`config.mk`:
```
export PLATFORM = sky130hd
export DESIGN_NAME = swAligner
export DESIGN_NICKNAME = d
export VERILOG_FILES = /design/src/common/regPkg.sv /design/src/common/swPkg.sv /design/src/alignConfigApb.sv /design/src/scoreTracker.sv /design/src/swAligner.sv /design/src/systolicArray/swCell.sv /design/src/systolicArray/systolicArray.sv /design/src/systolicArray/targetSequencer.sv
export VERILOG_INCLUDE_DIRS = /design/src /design/src/common
export SDC_FILE = /design/constraint.sdc
export NUM_CORES = 2
export LEC_CHECK = 0
export BUFFER_PORTS_ARGS = -buffer_cell sky130_fd_sc_hd__clkbuf_2
export CORE_MARGIN = 4
export CORE_UTILIZATION = 58
export CTS_CLUSTER_SIZE = 20
export DETAILED_ROUTE_END_ITERATION = 10
export PLACE_DENSITY_LB_ADDON = 0.25
export SKIP_LAST_GASP = 1
export SYNTH_ARGS = -nofsm -noshare
export SYNTH_HDL_FRONTEND = slang
export SYNTH_SLANG_ARGS = --single-unit
```
`constraint.sdc`:
```
create_clock -name clk -period 12.1 [get_ports clk]
set_input_delay 0.605 -clock clk [delete_from_list [all_inputs] [get_ports clk]]
set_output_delay 0.605 -clock clk [all_outputs]
set_load 0.1 [all_outputs]
```
`src/common/sw_defines.svh`:
```
/*
 * aligner sizing macros, APB address width and reset scoring values
 */
`ifndef SW_DEFINES_SVH
`define SW_DEFINES_SVH

// number of systolic cells, one query base each
`define SW_MAX_QUERY_LEN 16

// widths
`define SW_BASE_W 2
// signed DP score
`define SW_SCORE_W 10
`define SW_T_POS_W 8
`define SW_Q_POS_W 4

// register block address width
`define SW_APB_ADDR_W 8

// scoring values loaded at reset
`define SW_MATCH_RST 2
`define SW_MISMATCH_RST -1
`define SW_GAP_RST -2

`endif

```
`src/common/regPkg.sv`:
```
/*
 * APB register address type and register map offsets
 */
`include "sw_defines.svh"

package regPkg;

    typedef logic [`SW_APB_ADDR_W-1:0] regAddrT;

    // scoring registers, read/write
    localparam regAddrT REG_MATCH = 8'h00;
    localparam regAddrT REG_MISMATCH = 8'h04;
    localparam regAddrT REG_GAP = 8'h08;

    // event counters, read only
    localparam regAddrT REG_TARGET_COUNT = 8'h0C;
    localparam regAddrT REG_SCORE_COUNT = 8'h10;

endpackage

```
`src/common/swPkg.sv`:
```
/*
 * alignment data types shared by the cell array, the score tracker
 * and the top level
 */
`include "sw_defines.svh"

package swPkg;

    // one nucleotide code
    typedef logic [`SW_BASE_W-1:0] baseT;

    // signed DP table entry, wraps on overflow
    typedef logic signed [`SW_SCORE_W-1:0] scoreT;

    // index of a target base
    typedef logic [`SW_T_POS_W-1:0] tPosT;

    // packed query, base 0 sits in the low bits
    typedef logic [`SW_MAX_QUERY_LEN*`SW_BASE_W-1:0] queryT;

    // per-base enables, clear bits mask off unused cells
    typedef logic [`SW_MAX_QUERY_LEN-1:0] queryMaskT;

endpackage

```
`src/alignConfigApb.sv`:
```
/*
 * APB slave with the scoring registers and the target/score counters
 */
`timescale 1ns/1ps
`include "sw_defines.svh"

module alignConfigApb (
    input  logic            clk,
    input  logic            rst,
    input  regPkg::regAddrT paddr,
    input  logic            psel,
    input  logic            penable,
    input  logic            pwrite,
    input  logic [31:0]     pwdata,
    input  logic            targetStarted,
    input  logic            scoreAccepted,
    output logic [31:0]     prdata,
    output logic            pslverr,
    output swPkg::scoreT    match,
    output swPkg::scoreT    mismatch,
    output swPkg::scoreT    gap
);

    logic        access;
    logic        mapped;
    logic        readOnly;
    logic [31:0] targetCount;
    logic [31:0] scoreCount;

    // every transfer completes in its access phase
    assign access = psel & penable;

    ////////////////////////////////////////////////////////////
    // address decode and read mux
    ////////////////////////////////////////////////////////////

    always_comb begin
        mapped   = 1'b1;
        readOnly = 1'b0;
        prdata   = '0;
        case (paddr)
            regPkg::REG_MATCH:    prdata = 32'(match);
            regPkg::REG_MISMATCH: prdata = 32'(mismatch);
            regPkg::REG_GAP:      prdata = 32'(gap);
            regPkg::REG_TARGET_COUNT: begin
                prdata   = targetCount;
                readOnly = 1'b1;
            end
            regPkg::REG_SCORE_COUNT: begin
                prdata   = scoreCount;
                readOnly = 1'b1;
            end
            default: mapped = 1'b0;
        endcase
    end

    assign pslverr = access & (!mapped | (pwrite & readOnly));

    // scores only change between targets
    always_ff @(posedge clk) begin
        if (rst) begin
            match    <= `SW_MATCH_RST;
            mismatch <= `SW_MISMATCH_RST;
            gap      <= `SW_GAP_RST;
        end else if (access && pwrite) begin
            case (paddr)
                regPkg::REG_MATCH:    match    <= pwdata[`SW_SCORE_W-1:0];
                regPkg::REG_MISMATCH: mismatch <= pwdata[`SW_SCORE_W-1:0];
                regPkg::REG_GAP:      gap      <= pwdata[`SW_SCORE_W-1:0];
                default: ;
            endcase
        end
    end

    // event counters
    always_ff @(posedge clk) begin
        if (rst) begin
            targetCount <= '0;
            scoreCount  <= '0;
        end else begin
            targetCount <= targetCount + 32'(targetStarted);
            scoreCount  <= scoreCount + 32'(scoreAccepted);
        end
    end

endmodule

```
`src/scoreTracker.sv`:
```
/*
 * best bottom-row score and target index, one-entry result buffer
 */
`timescale 1ns/1ps
`include "sw_defines.svh"

module scoreTracker (
    input  logic         clk,
    input  logic         rst,
    input  logic         stepEn,
    input  logic         bottomStart,
    input  logic         bottomLast,
    input  swPkg::scoreT bottomH,
    input  logic         scoreReady,
    output swPkg::scoreT score,
    output swPkg::tPosT  scoreJ,
    output logic         scoreValid,
    output logic         scoreAccepted
);

    swPkg::scoreT bestH;
    swPkg::tPosT  bestJ;
    // position of the bottom H seen on this step
    swPkg::tPosT  posCnt;

    ////////////////////////////////////////////////////////////
    // running best
    ////////////////////////////////////////////////////////////

    always_ff @(posedge clk) begin
        if (stepEn) begin
            if (bottomStart) begin
                // column 0 seeds the search
                bestH  <= bottomH;
                bestJ  <= '0;
                posCnt <= '0;
            end else begin
                posCnt <= posCnt + 1'b1;
                // strict compare, earliest position keeps a tie
                if (bottomH > bestH) begin
                    bestH <= bottomH;
                    bestJ <= posCnt;
                end
            end
        end
    end

    // result buffer
    always_ff @(posedge clk) begin
        if (bottomLast) begin
            score  <= bestH;
            scoreJ <= bestJ;
        end
    end

    always_ff @(posedge clk) begin
        if (rst) begin
            scoreValid <= 1'b0;
        end else if (bottomLast) begin
            scoreValid <= 1'b1;
        end else if (scoreReady) begin
            scoreValid <= 1'b0;
        end
    end

    assign scoreAccepted = scoreValid & scoreReady;

    // a new result must not land on an unaccepted one
    trackNoOverflow: assert property (@(posedge clk) disable iff (rst)
        bottomLast |-> (!scoreValid || scoreReady));

endmodule

```
`src/swAligner.sv`:
```
/*
 * aligner top level, array, tracker and register block
 */
`timescale 1ns/1ps

module swAligner (
    input  logic             clk,
    input  logic             rst,
    // APB
    input  regPkg::regAddrT  paddr,
    input  logic             psel,
    input  logic             penable,
    input  logic             pwrite,
    input  logic [31:0]      pwdata,
    output logic [31:0]      prdata,
    output logic             pslverr,
    // query
    input  swPkg::queryT     queryIn,
    input  swPkg::queryMaskT queryEn,
    output swPkg::queryMaskT queryReady,
    // target stream
    input  swPkg::baseT      targetIn,
    input  logic             targetInStart,
    input  logic             targetInValid,
    input  logic             targetInLast,
    input  swPkg::scoreT     targetInScore,
    // result
    output swPkg::scoreT     score,
    output swPkg::tPosT      scoreJ,
    output logic             scoreValid,
    input  logic             scoreReady
);

    swPkg::scoreT match;
    swPkg::scoreT mismatch;
    swPkg::scoreT gap;
    logic         stepEn;
    logic         bottomStart;
    logic         bottomLast;
    swPkg::scoreT bottomH;
    logic         scoreAccepted;

    systolicArray i_systolicArray (
        .clk           (clk),
        .rst           (rst),
        .queryIn       (queryIn),
        .queryEn       (queryEn),
        .targetIn      (targetIn),
        .targetInStart (targetInStart),
        .targetInValid (targetInValid),
        .targetInLast  (targetInLast),
        .targetInScore (targetInScore),
        .match         (match),
        .mismatch      (mismatch),
        .gap           (gap),
        .queryReady    (queryReady),
        .stepEn        (stepEn),
        .bottomStart   (bottomStart),
        .bottomLast    (bottomLast),
        .bottomH       (bottomH)
    );

    scoreTracker i_scoreTracker (
        .clk           (clk),
        .rst           (rst),
        .stepEn        (stepEn),
        .bottomStart   (bottomStart),
        .bottomLast    (bottomLast),
        .bottomH       (bottomH),
        .scoreReady    (scoreReady),
        .score         (score),
        .scoreJ        (scoreJ),
        .scoreValid    (scoreValid),
        .scoreAccepted (scoreAccepted)
    );

    // target starts counted straight off the input strobe
    alignConfigApb i_alignConfigApb (
        .clk           (clk),
        .rst           (rst),
        .paddr         (paddr),
        .psel          (psel),
        .penable       (penable),
        .pwrite        (pwrite),
        .pwdata        (pwdata),
        .targetStarted (targetInStart),
        .scoreAccepted (scoreAccepted),
        .prdata        (prdata),
        .pslverr       (pslverr),
        .match         (match),
        .mismatch      (mismatch),
        .gap           (gap)
    );

endmodule

```
`src/systolicArray/swCell.sv`:
```
/*
 * systolic processing element, holds one query base and produces
 * one H entry of the DP table per step
 */
`timescale 1ns/1ps
`include "sw_defines.svh"

module swCell (
    input  logic         clk,
    input  logic         rst,
    input  logic         stepEn,
    input  logic         start,
    input  logic         last,
    input  swPkg::baseT  queryBase,
    input  logic         queryEn,
    input  swPkg::scoreT match,
    input  swPkg::scoreT mismatch,
    input  swPkg::scoreT gap,
    input  swPkg::baseT  targetBaseIn,
    input  swPkg::scoreT hIn,
    output swPkg::baseT  targetBaseOut,
    output swPkg::scoreT hOut
);

    // signed max of two scores
    function automatic swPkg::scoreT maxScore(input swPkg::scoreT a, input swPkg::scoreT b);
        maxScore = (a > b) ? a : b;
    endfunction

    // latched query base and its enable
    swPkg::baseT  qBase;
    logic         qEn;

    // H(i, j-1) from the row above, kept for the diagonal move
    swPkg::scoreT diag;

    swPkg::scoreT subScore;
    swPkg::scoreT diagCand;
    swPkg::scoreT upCand;
    swPkg::scoreT leftCand;
    swPkg::scoreT nextH;

    ////////////////////////////////////////////////////////////
    // table entry
    ////////////////////////////////////////////////////////////

    always_comb begin
        subScore = (qBase == targetBaseIn) ? match : mismatch;
        diagCand = diag + subScore;
        // gap in the target, coming down from the row above
        upCand   = hIn + gap;
        // gap in the query, our own last output
        leftCand = hOut + gap;
        nextH    = maxScore(diagCand, maxScore(upCand, leftCand));
    end

    always_ff @(posedge clk) begin
        if (rst) begin
            qEn <= 1'b0;
        end else if (stepEn && start) begin
            qEn <= queryEn;
        end
    end

    always_ff @(posedge clk) begin
        if (stepEn) begin
            targetBaseOut <= targetBaseIn;
            diag          <= hIn;
            if (start) begin
                qBase <= queryBase;
                // column 0 boundary H(i+1,0), a masked cell just passes hIn on
                hOut  <= queryEn ? hIn + gap : hIn;
            end else begin
                hOut  <= qEn ? nextH : hIn;
            end
        end
    end

    // start strobes only reach a cell on step cycles
    cellStartOnStep: assert property (@(posedge clk) disable iff (rst) start |-> stepEn);

    // a target never ends on the same step that starts it in this cell
    cellLastNotStart: assert property (@(posedge clk) disable iff (rst)
        (start && last) |-> 1'b0);

endmodule

```
`src/systolicArray/systolicArray.sv`:
```
/*
 * sequencer plus chain of SW_MAX_QUERY_LEN cells, bottom row out
 */
`timescale 1ns/1ps
`include "sw_defines.svh"

module systolicArray (
    input  logic             clk,
    input  logic             rst,
    input  swPkg::queryT     queryIn,
    input  swPkg::queryMaskT queryEn,
    input  swPkg::baseT      targetIn,
    input  logic             targetInStart,
    input  logic             targetInValid,
    input  logic             targetInLast,
    input  swPkg::scoreT     targetInScore,
    input  swPkg::scoreT     match,
    input  swPkg::scoreT     mismatch,
    input  swPkg::scoreT     gap,
    output swPkg::queryMaskT queryReady,
    output logic             stepEn,
    output logic             bottomStart,
    output logic             bottomLast,
    output swPkg::scoreT     bottomH
);

    logic [`SW_MAX_QUERY_LEN+1:0] startBits;
    logic [`SW_MAX_QUERY_LEN+1:0] lastBits;

    // cell c reads entry c and drives entry c+1
    swPkg::baseT  baseChain [0:`SW_MAX_QUERY_LEN];
    swPkg::scoreT hChain    [0:`SW_MAX_QUERY_LEN];

    targetSequencer i_targetSequencer (
        .clk           (clk),
        .rst           (rst),
        .targetInStart (targetInStart),
        .targetInValid (targetInValid),
        .targetInLast  (targetInLast),
        .targetIn      (targetIn),
        .targetInScore (targetInScore),
        .gap           (gap),
        .stepEn        (stepEn),
        .startBits     (startBits),
        .lastBits      (lastBits),
        .targetBase    (baseChain[0]),
        .rowZeroScore  (hChain[0]),
        .queryReady    (queryReady)
    );

    for (genvar c = 0; c < `SW_MAX_QUERY_LEN; c++) begin : cellGen
        swCell i_swCell (
            .clk           (clk),
            .rst           (rst),
            .stepEn        (stepEn),
            .start         (startBits[c]),
            .last          (lastBits[c]),
            // query bus split, base 0 in the low bits
            .queryBase     (queryIn[c*`SW_BASE_W +: `SW_BASE_W]),
            .queryEn       (queryEn[c]),
            .match         (match),
            .mismatch      (mismatch),
            .gap           (gap),
            .targetBaseIn  (baseChain[c]),
            .hIn           (hChain[c]),
            .targetBaseOut (baseChain[c+1]),
            .hOut          (hChain[c+1])
        );
    end

    // bottom-row view for the tracker
    assign bottomH     = hChain[`SW_MAX_QUERY_LEN];
    assign bottomStart = startBits[`SW_MAX_QUERY_LEN];
    // one step later, once the last bottom H has been compared
    assign bottomLast  = lastBits[`SW_MAX_QUERY_LEN+1];

endmodule

```
`src/systolicArray/targetSequencer.sv`:
```
/*
 * target framing, step enable, start/last strobe chains,
 * query-ready flags and the row-0 boundary score
 */
`timescale 1ns/1ps
`include "sw_defines.svh"

module targetSequencer (
    input  logic                          clk,
    input  logic                          rst,
    input  logic                          targetInStart,
    input  logic                          targetInValid,
    input  logic                          targetInLast,
    input  swPkg::baseT                   targetIn,
    input  swPkg::scoreT                  targetInScore,
    input  swPkg::scoreT                  gap,
    output logic                          stepEn,
    output logic [`SW_MAX_QUERY_LEN+1:0]  startBits,
    output logic [`SW_MAX_QUERY_LEN+1:0]  lastBits,
    output swPkg::baseT                   targetBase,
    output swPkg::scoreT                  rowZeroScore,
    output swPkg::queryMaskT              queryReady
);

    localparam int ChainLen = `SW_MAX_QUERY_LEN + 2;

    // heads load every cycle, so a strobe is never lost on a stalled step
    logic                startHead;
    logic                lastHead;
    logic [ChainLen-1:1] startChain;
    logic [ChainLen-1:1] lastChain;
    logic [ChainLen-1:0] startRaw;
    logic [ChainLen-1:0] lastRaw;
    logic                midTarget;
    logic                allDone;

    assign startRaw = {startChain, startHead};
    assign lastRaw  = {lastChain, lastHead};

    // cells only see strobes on step cycles
    assign startBits = startRaw & {ChainLen{stepEn}};
    assign lastBits  = lastRaw & {ChainLen{stepEn}};

    assign queryReady = startBits[`SW_MAX_QUERY_LEN-1:0] | {`SW_MAX_QUERY_LEN{allDone}};

    always_ff @(posedge clk) begin
        targetBase <= targetIn;
    end

    ////////////////////////////////////////////////////////////
    // framing and step control
    ////////////////////////////////////////////////////////////

    always_ff @(posedge clk) begin
        if (rst) begin
            startHead  <= 1'b0;
            lastHead   <= 1'b0;
            startChain <= '0;
            lastChain  <= '0;
            midTarget  <= 1'b0;
            stepEn     <= 1'b1;
            allDone    <= 1'b1;
        end else begin
            startHead <= targetInStart;
            // last counts only with a valid base
            lastHead  <= targetInValid & targetInLast;
            if (stepEn) begin
                startChain <= startRaw[ChainLen-2:0];
                lastChain  <= lastRaw[ChainLen-2:0];
            end
            if (targetInStart) begin
                midTarget <= 1'b1;
            end else if (targetInValid && targetInLast) begin
                midTarget <= 1'b0;
            end
            // inside a target advance one cycle after each valid base
            stepEn <= midTarget ? targetInValid : 1'b1;
            // a start still inside the cell range keeps the query busy
            if (startRaw[`SW_MAX_QUERY_LEN-1:0] != '0) begin
                allDone <= 1'b0;
            end else if (lastBits[`SW_MAX_QUERY_LEN-1]) begin
                allDone <= 1'b1;
            end
        end
    end

    // row 0 of the table, one gap per target position
    always_ff @(posedge clk) begin
        if (targetInStart) begin
            rowZeroScore <= targetInScore;
        end else if (stepEn) begin
            rowZeroScore <= rowZeroScore + gap;
        end
    end

    seqNoOverlap: assert property (@(posedge clk) disable iff (rst)
        targetInStart |-> !midTarget);

endmodule

```
==> results.yml <==
sta:
  skew_ns: 0.02726
  finalSetupViolations: 0
  drv_slew: 0
  slew_headroom_pct: 6.269
  period_share_pct: 66.41
  tightestPinTransition_ns: 1.393
  tns_ns: 0
  hold_ws_ns: 0.07552
  hold_viol: 0
  period_minus_slack_ns: 8.035
  rsz0062_at_grt: "false"
  fmax_ghz: 0.1245
drt:
  drc: 0
  postRouteAntennaNets: 0
  drtIter0Drc: 4569
  routed_wl_um: 143400
  firstDrtPassIters: 7
  route.vias.total: 40090
  via_per_inst: 6.573
  wl_per_cell_um: 23.51
outcome:
  status: "completed"
critical_path:
  reg2reg_to: "i_systolicArray.cellGen[12].i_swCell.hOut[4]"
  crit_path_end: "i_systolicArray.cellGen[12].i_swCell.hOut[4]"
  cpMaxStageDelayCell: "dfxtp_2"
  reg2reg_depth: 24
  endpoint_kind: "flip-flop"
  max_stage_delay_ns: 0.85
  worstPathCellList: "buf_4, ha_1, a21oi_1, nor2_1, nor3_1, nor3_1, xor2_1, inv_1, ha_1, nand3_1, a2111oi_0, a2111oi_2, a21oi_1, mux2i_1, ha_1, nor2b_1, o21a_1, o21a_1, o211ai_1, a21oi_1, o21ai_0, nor2_1, a222oi_1, o21ai_0"
  start_kind: "flip-flop"
  cp_max_fo: 21
  cp.required_ns: 12.41
  startpoint: "i_alignConfigApb.gap[1]"
  crit_arrival_ns: 8.35
  timing_worst_setup_path_type: "reg2reg"
  rrSetupSlack_ns: 4.06
  r2r_start: "i_alignConfigApb.gap[1]"
final_layout:
  final_common_cell: "ha_1"
  final_cells: 6099
  area.growth.synth_to_final_pct: 9.199
  nNetsFinal: 5683
  final_cell_mix: "ha_1, edfxtp_1, nor2_1, inv_1, a21oi_1"
  drive_gt1_share_pct: 11.07
floorplan:
  initial_core_util_pct: 58.78
  die_h_um: 294.2
  die_w_um: 294.2
  io-pin-count: 177
  die-area_mm2: 0.08654
  rows: 104
  fp.coreArea_mm2: 0.08081
placement:
  place_hpwl_um: 102900
  io_buffer_count: 154
  place_congestion: 0.9725
  dpl.cell_count: 5956
cts:
  cts_buffers: 73
  cts_setup_buffers: 0
  clk_latency_ns: 0.64
  cts.sinks: 587
  ctsResizeCount: 0
  cts_htree_levels: 3
  clock_path_buffers: 3
  postCtsHoldBufs: 0
  path_clk_slew_ns: 0.06
  cts-root-buf: "clkbuf_16"
  cts_tree: "done"
global_routing:
  grt_pass1_wl_um: 220200
  grt_max_degree: 137
  grt.total_usage_pct: 32.40
  grt_pass1_vias: 38590
  grt_overflow_total: 0
  antenna_found_initial: 4
synth:
  synth_top_cells_by_area: "edfxtp_1, ha_1, dfxtp_1"
  synth-seq-cells: 587
  yosysUniqueCellTypes: 101
  synthArstFlopShare_pct: 0
  yosysTopAreaCellShare_pct: 27.56
  netlist_instances: 4850
  yosys.area.top_type: "edfxtp_1"
  syn_avg_cell_area_um2: 9.793
  netlist_area_mm2: 0.04750
  synthFlopType: "edfxtp_1"
  seq_area_frac_synth_pct: 33.93
  synth_edf_count: 436
  syn_nets: 5562
  ys_warn_count: 0
run:
  max-cap-violations: 0
min_path:
  hp-class: "in2reg"
## cell usage after synthesis, types with 16 or more instances
cell type and count:
a211o_1 25, a211oi_1 63, a21boi_0 21, a21o_1 111, a21oi_1 301, a221o_1 48
a222oi_1 117, a22o_1 21, a22oi_1 31, and2_1 26, and3_1 52, buf_1 18
clkbuf_1 110, dfxtp_1 151, edfxtp_1 436, fa_1 33, ha_1 570, inv_1 329
mux2_2 157, mux2i_1 125, nand2_1 256, nand2b_1 74, nand3_1 78, nand4_1 47
nor2_1 333, nor2b_1 93, nor3_1 62, nor4_1 16, o211ai_1 54, o21a_1 103
o21ai_0 269, o21bai_1 32, o221ai_1 51, or3_1 30, xnor2_1 240, xor2_1 118
## metrics by stage
stage | util, % | cell area (um2) | setup slack, ns
global route | 64.16 | 51850 | 3.581
CTS | 64.16 | 51850 | 4.203
floorplan | - | 47500 | 0.5840
finish | 64.19 | 51870 | 4.065
global placement | 61.08 | 49360 | 4.333
detailed placement | 61.08 | 49360 | 4.220
## layer usage
layer / vias up / part of all wire (%) / global-route usage (%)
li1: 18680 / - / -
met1: 19130 / 42 / 43.79
met2: 1902 / 44 / 50.27
met3: 368 / 9.8 / 6.574
met4: 4 / 4.9 / 15.01
met5: - / 0.020 / 0
## area by class of cell
class                           instances  area, um2
Antenna cell                            7      17.52
Clock buffer                           99       2036
Clock inverter                         37      454.2
Fill cell                            6556      28940
Inverter                              329       1235
Multi-Input combinational cell       3786      29550
Sequential cell                       587      16140
Tap cell                             1060       1326
Timing Repair Buffer                  194       1102
## worst max-delay path, delay by kind of cell, from the launching register on
kind	cells	cell delay (ns)
AO/OA/AOI/OAI	11	3.08
multiplexers	1	0.31
flip-flops	1	0.85
buffers and inverters	2	0.75
AND/OR/NAND/NOR	6	1.07
XOR/XNOR	1	0.64
adder cells (fa/ha/maj)	3	1.01
## how the worst min path moves through the flow
stage,endpoint,start,depth (start not counted)
floorplan,i_systolicArray.i_targetSequencer.stepEn,i_systolicArray.i_targetSequencer.midTarget,1
global placement,i_systolicArray.i_targetSequencer.stepEn,i_systolicArray.i_targetSequencer.midTarget,1
detailed placement,i_systolicArray.i_targetSequencer.stepEn,i_systolicArray.i_targetSequencer.midTarget,1
CTS,i_systolicArray.i_targetSequencer.targetBase[0],targetIn[0],1
global route,i_systolicArray.i_targetSequencer.targetBase[0],targetIn[0],1
finish,i_systolicArray.i_targetSequencer.targetBase[0],targetIn[0],1
## registers in the layout, indices dropped and copies added, names as in the netlist, 2 cells and up
name	flops
i_systolicArray.i_targetSequencer.lastChain	17
i_systolicArray.i_targetSequencer.rowZeroScore	10
i_systolicArray.i_targetSequencer.targetBase	2
i_alignConfigApb.scoreCount	32
i_alignConfigApb.gap	10
i_scoreTracker.posCnt	8
i_scoreTracker.score	10
i_scoreTracker.bestJ	8
i_systolicArray.cellGen.i_swCell.targetBaseOut	30
i_systolicArray.cellGen.i_swCell.qEn	16
i_scoreTracker.scoreJ	8
i_alignConfigApb.match	10
i_scoreTracker.bestH	10
i_systolicArray.i_targetSequencer.startChain	16
i_systolicArray.cellGen.i_swCell.diag	160
i_systolicArray.cellGen.i_swCell.qBase	32
i_systolicArray.cellGen.i_swCell.hOut	160
i_alignConfigApb.targetCount	32
i_alignConfigApb.mismatch	10
## cell families after synthesis
group | Yosys count | share of synthesized area [%]
xor+xnor | 359 | 6.649
flops | 587 | 33.93
fa+ha+maj | 616 | 16.70
buf+inv | 477 | 3.872
simple gates | 1135 | 11.77
mux | 283 | 6.404
compound gates | 1393 | 20.68
Power is not shown: default switching activity piles up to over one toggle a cycle in this logic, so the estimate is an artifact.
